$ cat src/rtl/busPkg.sv
package busPkg;

	localparam int addrWidth = 16;
	localparam int dataWidth = 16;
	localparam int byteWidth = 8; // One byte lane

	// Byte addressed memory holding word instructions
	localparam logic [addrWidth-1:0] pcStep = addrWidth'(2);

	// Memory strobes are active low
	localparam logic strobeOn  = 1'b0;
	localparam logic strobeOff = 1'b1;

	typedef enum logic [1:0] {
		phaseFetch   = 2'd0,
		phaseDecode  = 2'd1,
		phaseExecute = 2'd2,
		phaseCommit  = 2'd3
	} phaseT;

endpackage

$ cat src/rtl/isaPkg.sv
package isaPkg;

	localparam int opcodeWidth   = 4;
	localparam int targetWidth   = 12;
	localparam int reservedWidth = 7;

	typedef enum logic [opcodeWidth-1:0] {
		opNop   = 4'd0,
		opLoad  = 4'd1,
		opStore = 4'd2,
		opJump  = 4'd3
	} opcodeT;

	typedef enum logic [1:0] {
		addrAluResult = 2'd0,
		addrAluBData  = 2'd1,
		addrRegAData  = 2'd2,
		addrPc        = 2'd3
	} addrSelT;

	typedef enum logic [1:0] {
		dataRegA      = 2'd0,
		dataAluResult = 2'd1,
		dataAluBData  = 2'd2,
		dataPc        = 2'd3
	} dataSelT;

	// Load and store view
	typedef struct packed {
		logic [opcodeWidth-1:0]   opcode; // Raw, may be unknown
		logic                     byteOp;
		addrSelT                  addrSel;
		dataSelT                  dataSel;
		logic [reservedWidth-1:0] reserved;
	} memOpT;

	// Jump view, opcode in the same bits
	typedef struct packed {
		logic [opcodeWidth-1:0] opcode;
		logic [targetWidth-1:0] target; // Word address of destination
	} jumpOpT;

	typedef union packed {
		memOpT  mem;
		jumpOpT jump;
	} instrWordT;

endpackage

$ cat src/rtl/busController.sv
`timescale 1ns/1ps

module busController
	import busPkg::*;
	import isaPkg::*;
(
	input  logic                 CLK,
	input  logic                 arstN,
	input  phaseT                phase,
	input  opcodeT               opcode,
	input  logic                 byteOp,
	input  addrSelT              addrSel,
	input  dataSelT              dataSel,
	input  logic [addrWidth-1:0] pc,
	input  logic [dataWidth-1:0] aluResult,
	input  logic [dataWidth-1:0] aluBData,
	input  logic [dataWidth-1:0] regAData,
	input  logic [dataWidth-1:0] din,
	output logic [addrWidth-1:0] addr,
	output logic [dataWidth-1:0] dataOut,
	output logic                 highByte,
	output logic                 rdN,
	output logic                 wrN0,
	output logic                 wrN1,
	output logic [dataWidth-1:0] loadData,
	output logic                 loadValid,
	output logic                 jumpTaken
);

	logic [addrWidth-1:0] selAddr;
	logic [dataWidth-1:0] selData;
	logic [dataWidth-1:0] steerData;
	logic [addrWidth-1:0] addrHold;
	logic [dataWidth-1:0] dataHold;
	logic                 isLoad;
	logic                 isStore;
	logic                 oddByte;
	logic                 readNow;

	assign isLoad    = (opcode == opLoad);
	assign isStore   = (opcode == opStore);
	assign jumpTaken = (opcode == opJump);

	always_comb begin
		case (addrSel)
			addrAluResult: selAddr = addrWidth'(aluResult);
			addrAluBData:  selAddr = addrWidth'(aluBData);
			addrRegAData:  selAddr = addrWidth'(regAData);
			default:       selAddr = pc;
		endcase
		case (dataSel)
			dataRegA:      selData = regAData;
			dataAluResult: selData = aluResult;
			dataAluBData:  selData = aluBData;
			default:       selData = dataWidth'(pc);
		endcase
	end

	// Odd byte store moves the low byte to the high lane
	assign steerData = (isStore && byteOp && selAddr[0]) ?
		{selData[byteWidth-1:0], {byteWidth{1'b0}}} : selData;

	// Operand address and write data stay put through commit
	always_ff @(posedge CLK or negedge arstN) begin
		if (!arstN) begin
			addrHold <= '0;
			dataHold <= '0;
		end else if (phase == phaseExecute) begin
			addrHold <= selAddr;
			dataHold <= steerData;
		end
	end

	always_comb begin
		case (phase)
			phaseExecute: addr = selAddr;
			phaseCommit:  addr = addrHold;
			default:      addr = pc; // Instruction address
		endcase
	end

	assign dataOut  = (phase == phaseCommit) ? dataHold : steerData;
	assign oddByte  = byteOp && addr[0];
	assign highByte = (isLoad || isStore) && oddByte &&
		(phase == phaseExecute || phase == phaseCommit);

	assign readNow = (phase == phaseFetch) || (phase == phaseExecute && isLoad);
	assign rdN     = readNow ? strobeOn : strobeOff;
	assign wrN0    = (phase == phaseCommit && isStore && !(byteOp && addrHold[0])) ?
		strobeOn : strobeOff; // Low lane
	assign wrN1    = (phase == phaseCommit && isStore && !(byteOp && !addrHold[0])) ?
		strobeOn : strobeOff; // High lane

	always_ff @(posedge CLK or negedge arstN) begin
		if (!arstN) begin
			loadData <= '0;
		end else if (phase == phaseExecute && isLoad) begin
			if (!byteOp) begin
				loadData <= din;
			end else if (selAddr[0]) begin
				loadData <= dataWidth'(din[dataWidth-1:byteWidth]);
			end else begin
				loadData <= dataWidth'(din[byteWidth-1:0]);
			end
		end
	end

	always_ff @(posedge CLK or negedge arstN) begin
		if (!arstN) begin
			loadValid <= 1'b0;
		end else begin
			loadValid <= (phase == phaseExecute) && isLoad; // High for commit only
		end
	end

endmodule

$ cat src/rtl/fetchUnit.sv
`timescale 1ns/1ps

module fetchUnit
	import busPkg::*;
	import isaPkg::*;
(
	input  logic                 CLK,
	input  logic                 arstN,
	input  logic [dataWidth-1:0] din,
	input  logic [dataWidth-1:0] aluResult,
	input  logic [dataWidth-1:0] aluBData,
	input  logic [dataWidth-1:0] regAData,
	output logic [addrWidth-1:0] addr,
	output logic [dataWidth-1:0] dataOut,
	output logic                 highByte,
	output logic                 rdN,
	output logic                 wrN0,
	output logic                 wrN1,
	output logic [dataWidth-1:0] loadData,
	output logic                 loadValid
);

	phaseT                  phase;
	logic [addrWidth-1:0]   pc;
	opcodeT                 opcode;
	logic                   byteOp;
	addrSelT                addrSel;
	dataSelT                dataSel;
	logic [targetWidth-1:0] jumpTarget;
	logic                   jumpTaken;

	phaseSequencer seq0 (
		.CLK   (CLK),
		.arstN (arstN),
		.phase (phase)
	);

	programCounter pc0 (
		.CLK        (CLK),
		.arstN      (arstN),
		.phase      (phase),
		.jumpTaken  (jumpTaken),
		.jumpTarget (jumpTarget),
		.pc         (pc)
	);

	instructionRegister ir0 (
		.CLK        (CLK),
		.arstN      (arstN),
		.phase      (phase),
		.din        (din),
		.opcode     (opcode),
		.byteOp     (byteOp),
		.addrSel    (addrSel),
		.dataSel    (dataSel),
		.jumpTarget (jumpTarget)
	);

	busController bus0 (
		.CLK       (CLK),
		.arstN     (arstN),
		.phase     (phase),
		.opcode    (opcode),
		.byteOp    (byteOp),
		.addrSel   (addrSel),
		.dataSel   (dataSel),
		.pc        (pc),
		.aluResult (aluResult),
		.aluBData  (aluBData),
		.regAData  (regAData),
		.din       (din),
		.addr      (addr),
		.dataOut   (dataOut),
		.highByte  (highByte),
		.rdN       (rdN),
		.wrN0      (wrN0),
		.wrN1      (wrN1),
		.loadData  (loadData),
		.loadValid (loadValid),
		.jumpTaken (jumpTaken)
	);

endmodule

$ cat src/rtl/instructionRegister.sv
`timescale 1ns/1ps

module instructionRegister
	import busPkg::*;
	import isaPkg::*;
(
	input  logic                   CLK,
	input  logic                   arstN,
	input  phaseT                  phase,
	input  logic [dataWidth-1:0]   din,
	output opcodeT                 opcode,
	output logic                   byteOp,
	output addrSelT                addrSel,
	output dataSelT                dataSel,
	output logic [targetWidth-1:0] jumpTarget
);

	instrWordT instrWord;

	always_ff @(posedge CLK or negedge arstN) begin
		if (!arstN) begin
			instrWord <= '0; // Decodes as a no-op
		end else if (phase == phaseFetch) begin
			instrWord <= instrWordT'(din);
		end
	end

	always_comb begin
		case (instrWord.mem.opcode)
			opLoad, opStore, opJump: opcode = opcodeT'(instrWord.mem.opcode);
			default:                 opcode = opNop; // Unknown opcodes do nothing
		endcase
	end

	assign byteOp     = instrWord.mem.byteOp;
	assign addrSel    = instrWord.mem.addrSel;
	assign dataSel    = instrWord.mem.dataSel;
	assign jumpTarget = instrWord.jump.target;

endmodule

$ cat src/rtl/phaseSequencer.sv
`timescale 1ns/1ps

module phaseSequencer
	import busPkg::*;
(
	input  logic  CLK,
	input  logic  arstN,
	output phaseT phase
);

	phaseT nextPhase;

	always_comb begin
		case (phase)
			phaseFetch:   nextPhase = phaseDecode;
			phaseDecode:  nextPhase = phaseExecute;
			phaseExecute: nextPhase = phaseCommit;
			default:      nextPhase = phaseFetch; // Commit wraps around
		endcase
	end

	always_ff @(posedge CLK or negedge arstN) begin
		if (!arstN) begin
			phase <= phaseFetch;
		end else begin
			phase <= nextPhase; // One phase per clock
		end
	end

endmodule

$ cat src/rtl/programCounter.sv
`timescale 1ns/1ps

module programCounter
	import busPkg::*;
	import isaPkg::*;
(
	input  logic                   CLK,
	input  logic                   arstN,
	input  phaseT                  phase,
	input  logic                   jumpTaken,
	input  logic [targetWidth-1:0] jumpTarget,
	output logic [addrWidth-1:0]   pc
);

	logic [addrWidth-1:0] jumpDest;

	// Word target to byte address, upper bits zero
	assign jumpDest = addrWidth'({jumpTarget, 1'b0});

	always_ff @(posedge CLK or negedge arstN) begin
		if (!arstN) begin
			pc <= '0;
		end else if (phase == phaseCommit) begin
			if (jumpTaken) begin
				pc <= jumpDest;
			end else begin
				pc <= pc + pcStep; // Next word
			end
		end
	end

endmodule

$ cat config.mk
export PLATFORM = sky130hd
export DESIGN_NAME = fetchUnit
export DESIGN_NICKNAME = d
export VERILOG_FILES = /design/src/rtl/busPkg.sv /design/src/rtl/isaPkg.sv /design/src/rtl/busController.sv /design/src/rtl/fetchUnit.sv /design/src/rtl/instructionRegister.sv /design/src/rtl/phaseSequencer.sv /design/src/rtl/programCounter.sv
export SDC_FILE = /design/constraint.sdc
export NUM_CORES = 1
export LEC_CHECK = 0
export BUFFER_PORTS_ARGS = -buffer_cell sky130_fd_sc_hd__buf_2
export CAP_MARGIN = 10
export CORE_MARGIN = 4
export CORE_UTILIZATION = 50
export DETAILED_ROUTE_END_ITERATION = 12
export GPL_TIMING_DRIVEN = 0
export PLACE_DENSITY_LB_ADDON = 0.1
export SYNTH_ARGS = -nofsm -noshare
export SYNTH_HDL_FRONTEND = slang
export SYNTH_SLANG_ARGS = --single-unit
$ cat constraint.sdc
create_clock -name CLK -period 3.1 [get_ports CLK]
set_clock_uncertainty 0.05 [all_clocks]
set_input_delay 0.155 -clock CLK [delete_from_list [all_inputs] [get_ports CLK]]
set_output_delay 0.155 -clock CLK [all_outputs]
set_load 0.005 [all_outputs]
* After elaboration in Yosys (flattened, before gate mapping)
Index checks and enable logic that the tools add are counted. W data, S select, Z words.
Storage, ports and cells: word-level logic and storage cells 55, register bits after elaboration 83, bits of input ports 66
Operators by class: muxes and demuxes 13, reduce and logical (&&, ||, !) cells 21, add/sub/neg operators 1, equality and inequality tests 13
Operators by type and width (count):
- $pmux W16 S3 | 2
- $mux W16 | 4
- $pmux W16 S2 | 1
- $add A16 B2 Y16 const B | 1
- $eq A4 B2 Y1 const B | 4
- $logic_and A1 B1 Y1 | 11
- $eq A2 B2 Y1 const B | 4
- $eq A4 B1 Y1 const B | 2
- $mux W8 | 1
- $eq A2 B1 Y1 const B | 3
- $logic_not A2 Y1 | 3
- $pmux W2 S3 | 1
- $mux W4 | 1
- $logic_not A1 Y1 | 3
- $logic_or A1 B1 Y1 | 3
- $mux W1 | 3
- $reduce_or A3 Y1 | 1

* Longest topological paths before layout
word-level depth 8, mapped depth 7

* Cells and area by module
A second synthesis with hierarchy kept.
Unflattened totals: cells, all modules 527, area, all modules 5220.0 µm²
By module, submodules not included:
- busController | seq. area each 1226.2 µm², times used 1, area an instance 3372.0 µm², cells each 354
- programCounter | seq. area each 375.4 µm², times used 1, area an instance 939.7 µm², cells each 110
- instructionRegister | seq. area each 400.4 µm², times used 1, area an instance 803.3 µm², cells each 55
- phaseSequencer | seq. area each 50.0 µm², times used 1, area an instance 105.1 µm², cells each 8

* Least setup slack after synthesis
No wires, ideal clock.
path type reg2reg, start register pc0.pc[1], end register pc0.pc[13], slack 1.436 ns, arrival 1.490 ns, clock period less this slack 1.664 ns, stages on the path, launching flop included 7, data required time 2.926 ns, cells stage by stage dfrtp_1 ha_1 and4_2 buf_2 nand4_1 and3_1 a211o_1
Between the ends: cells in the longest elaborated chain, start to end 2
RTL lines:
- start: declaration | RTL line programCounter.sv:12 | output logic [addrWidth-1:0] pc
- start signal: assignment | RTL line programCounter.sv:25 | pc <= jumpDest;
- start signal: assignment | RTL line programCounter.sv:27 | pc <= pc + pcStep;
- $add A16 B2 Y16 | RTL line programCounter.sv:27
- $mux W16 | RTL line programCounter.sv:24 | if (jumpTaken) begin
No other way between the ends. A chain may end at the register's enable or synchronous reset.

* Worst setup path in the final report
start register seq0.phase[0], end output port addr[7]
Between the ends: cells in the longest elaborated chain, start to end 2, elaborated cells between the ends (all ways) 3
RTL lines:
- start: declaration | RTL line phaseSequencer.sv:8 | output phaseT phase
- start signal: assignment | RTL line phaseSequencer.sv:24 | phase <= phaseFetch;
- start signal: assignment | RTL line phaseSequencer.sv:26 | phase <= nextPhase;
- $eq A2 B2 Y1 | RTL line busController.sv:75 | case (phase)
- $pmux W16 S2 * | RTL line busController.sv:75
- end: declaration | RTL line fetchUnit.sv:13 | output logic [addrWidth-1:0] addr,
Mark *: on every way between the ends. The rest lies on a longest branch, timed or not.

==> results.txt <==
H-tree levels: 3
Power Density: 525 nW/um^2
I/O pin cnt: 119
Startpoint Class: flop
Largest net degree at the start of global routing: 58
Syn avg cell area: 9.58 um^2
Drt first pass iters: 5
Syn-to-layout area delta: 20.8%
Syn Nets: 584
Post-synth ARST share: 1.00
Synth top cells by count: nand2_1 (85), dfrtp_1 (82), o21ai_0 (56)
Final period demand of the worst path: 2.63 ns
Fin. Hold Viols: 0
Worst-path clk slew: 0.08 ns
Design Area, Final: 5950 um^2
Hold crit path type: input pin to flop
YS warnings: 0
WL final: 15.5 mm
Global placer's final weighted congestion: 0.918
R2R Path End: bus0.addrHold[1]$_DFFE_PN0P_
Die Y-Extent: 107 um
Placement Rows: 35
Setup TNS: 0 ns
Worst Setup Path Type: flop to output pin
Main synth FF type: dfrtp_1
Mapped Cells: 514
Sink Count: 82
Max-cap check violation count: 0
Peak VDD IR: 0.328 mV
Reg2Reg Launch Point: seq0.phase[0]$_DFF_PN0_
Vias/cell: 6.03
CTS resizes: 0
Vias in the first global route: 4605
ANT cells: 0
Crit path capture type: output pin
Area leader, netlist: dfrtp_1
CTS max path bufs: 2
RSZ-0062 raised after global routing: false
Worst Path Max Fanout: 10
PnR Total Power: 0.00312 W
Drt wl/cell: 19.8 um
Crit. Startpoint: seq0.phase[0]$_DFF_PN0_
Full die area: 11500 um^2
Share of cells above drive strength 1: 0.313
Hold Startpoint: din[3]
Skew-Pair Late Insertion Delay: 0.36 ns
Initial antenna violation count: 0
Vias: 4711
Nets: 717
Critical Path RT: 2.89 ns
Total CTS buffers: 9
Drt drc: 0
Netlist cell types: 52
Peak Freq: 380 MHz
Count leader, synth: nand2_1
Clock Root Buffer: clkbuf_8
Status: finished, final reports clean
EDFF count, synth: 0
First-pass GRT wire length: 24.7 mm
Worst hold endpoint: ir0.instrWord[3]$_DFFE_PN0P_
Grt ovf: 0
Worst Path Arrival: 2.43 ns
Die width: 107 um
Final worst path period share: 0.850
Sequential share of the synthesized area: 0.417
TritonCTS clock tree: done
DRT iter0 DRCs: 412
Final setup viols: 0
Synth Cell Area: 4930 um^2
Worst Max-Slew Pin Slew: 0.681 ns
Ranking of synthesized cells by area: dfrtp_1 (42%), mux4_2 (13%), nand2_1 (6.5%)
R2r worst-path depth: 6
R2R setup slack: 1.04 ns
Top cell type's share of synthesized area: 0.417
Post-route ant nets: 0
Initial core utilization: 0.523
Lkg Pwr: 2.68 nW
Gr usage total: 0.276
Input/output buffers: 118
Max-slew headroom: 0.546
Area after DPL: 5710 um^2
Flop and latch count out of synthesis: 82
HPWL Detailed: 11.6 mm
Final count of pins violating max slew: 0
Worst Hold Depth: 2
Core area: 9420 um^2
-- power by group --
part	internal [W]	switching (W)	total [W]
clock	0.000457	0.000406	0.000863
combinational	0.000414	0.000465	0.000879
sequential	0.00123	0.000148	0.00138
total	0.00210	0.00102	0.00312
-- cell families after synthesis --
family | after synthesis | synth area share
AO/OA/AOI/OAI | 144 | 0.172
XOR/XNOR | 1 | 0.00178
adder cells (fa/ha/maj) | 4 | 0.0102
buffers and inverters | 65 | 0.0605
flip-flops | 82 | 0.417
multiplexers | 46 | 0.175
AND/OR/NAND/NOR | 172 | 0.165
-- layout by cell type (no fill, tap or decap), drive strengths merged, types with 2 or more instances in the layout --
master       count
buf            140
nand2           85
dfrtp           82
o21ai           70
clkbuf          34
nor2            32
nand3           30
mux4            30
a31oi           23
inv             20
a21oi           17
a22oi           15
mux2            14
nand4            6
and3             5
o22ai            4
ha               4
o31ai            3
a2bb2oi          3
dlygate4sd3      3
clkinv           3
and4             3
mux2i            2
nor3             2
o211ai           2
bufinv           2
o21a             2
-- how the worst max path moves through the flow --
| stage | endpoint | slack (ns) | depth (start not counted) |
|---|---|---|---|
| 3_3_place_gp | addr[14] | 0.88 | 7 |
| 2_1_floorplan | pc0.pc[13]$_DFFE_PN0N_ | 1.44 | 6 |
| 4_1_cts | addr[14] | 0.48 | 7 |
| 6_report | addr[7] | 0.47 | 7 |
| 5_1_grt | addr[11] | 0.31 | 7 |
| 3_5_place_dp | addr[14] | 0.87 | 7 |
-- critical path, stage by stage (launching register included) --
cell	delay [ns]
dfrtp_1	0.37
inv_1	0.07
ha_1	0.27
nor2_1	0.51
clkbuf_1	0.48
a22oi_1	0.14
nand2_1	0.12
buf_2	0.12
-- flip-flops by register name, indices dropped and copies added, names as in the netlist --
name and flops:
bus0.addrHold 16, bus0.dataHold 16, bus0.loadData 16, bus0.loadValid 1, ir0.instrWord 16, pc0.pc 15
seq0.phase 2
-- per-stage QoR --
| step | hold WS (ns) | utilization | setup slack [ns] | cells |
|---|---|---|---|---|
| after floorplan | -0.191 | - | 1.44 | 514 |
| after global placement | 0.339 | 0.603 | 0.881 | 761 |
| after detailed placement | 0.0539 | 0.606 | 0.869 | 762 |
| after CTS | 0.00460 | 0.631 | 0.481 | 780 |
| after global routing | 0.00314 | 0.632 | 0.311 | 781 |
| final | 0.00380 | 0.632 | 0.465 | 781 |
-- layout make-up --
cell class                 instances  area, um^2
fill                             812        3470
tap                              129         161
clock inverter                     4        76.3
buffer                            43         215
sequential                        82        2050
multi-input combinational        367        2580
timing repair buffer             122         651
inverter                          22        82.6
clock buffer                      12         135
-- timing repair --
action | in CTS | in global routing
endpoints found under the setup margin | 0 | 0
endpoints found under the hold margin | 26 | 1
hold buffers | 2 | 1
buffers inserted | 0 | 0
-- metal layers --
layer | up-vias | wire length, um | GRT usage
li1 | 2139 | - | -
met1 | 2301 | 6460 | 0.388
met2 | 248 | 7430 | 0.441
met3 | 23 | 1270 | 0.0414
met4 | 0 | 311 | 0.0877
met5 | - | 0 | 0
Note: power is estimated with default switching activity, not from simulation.
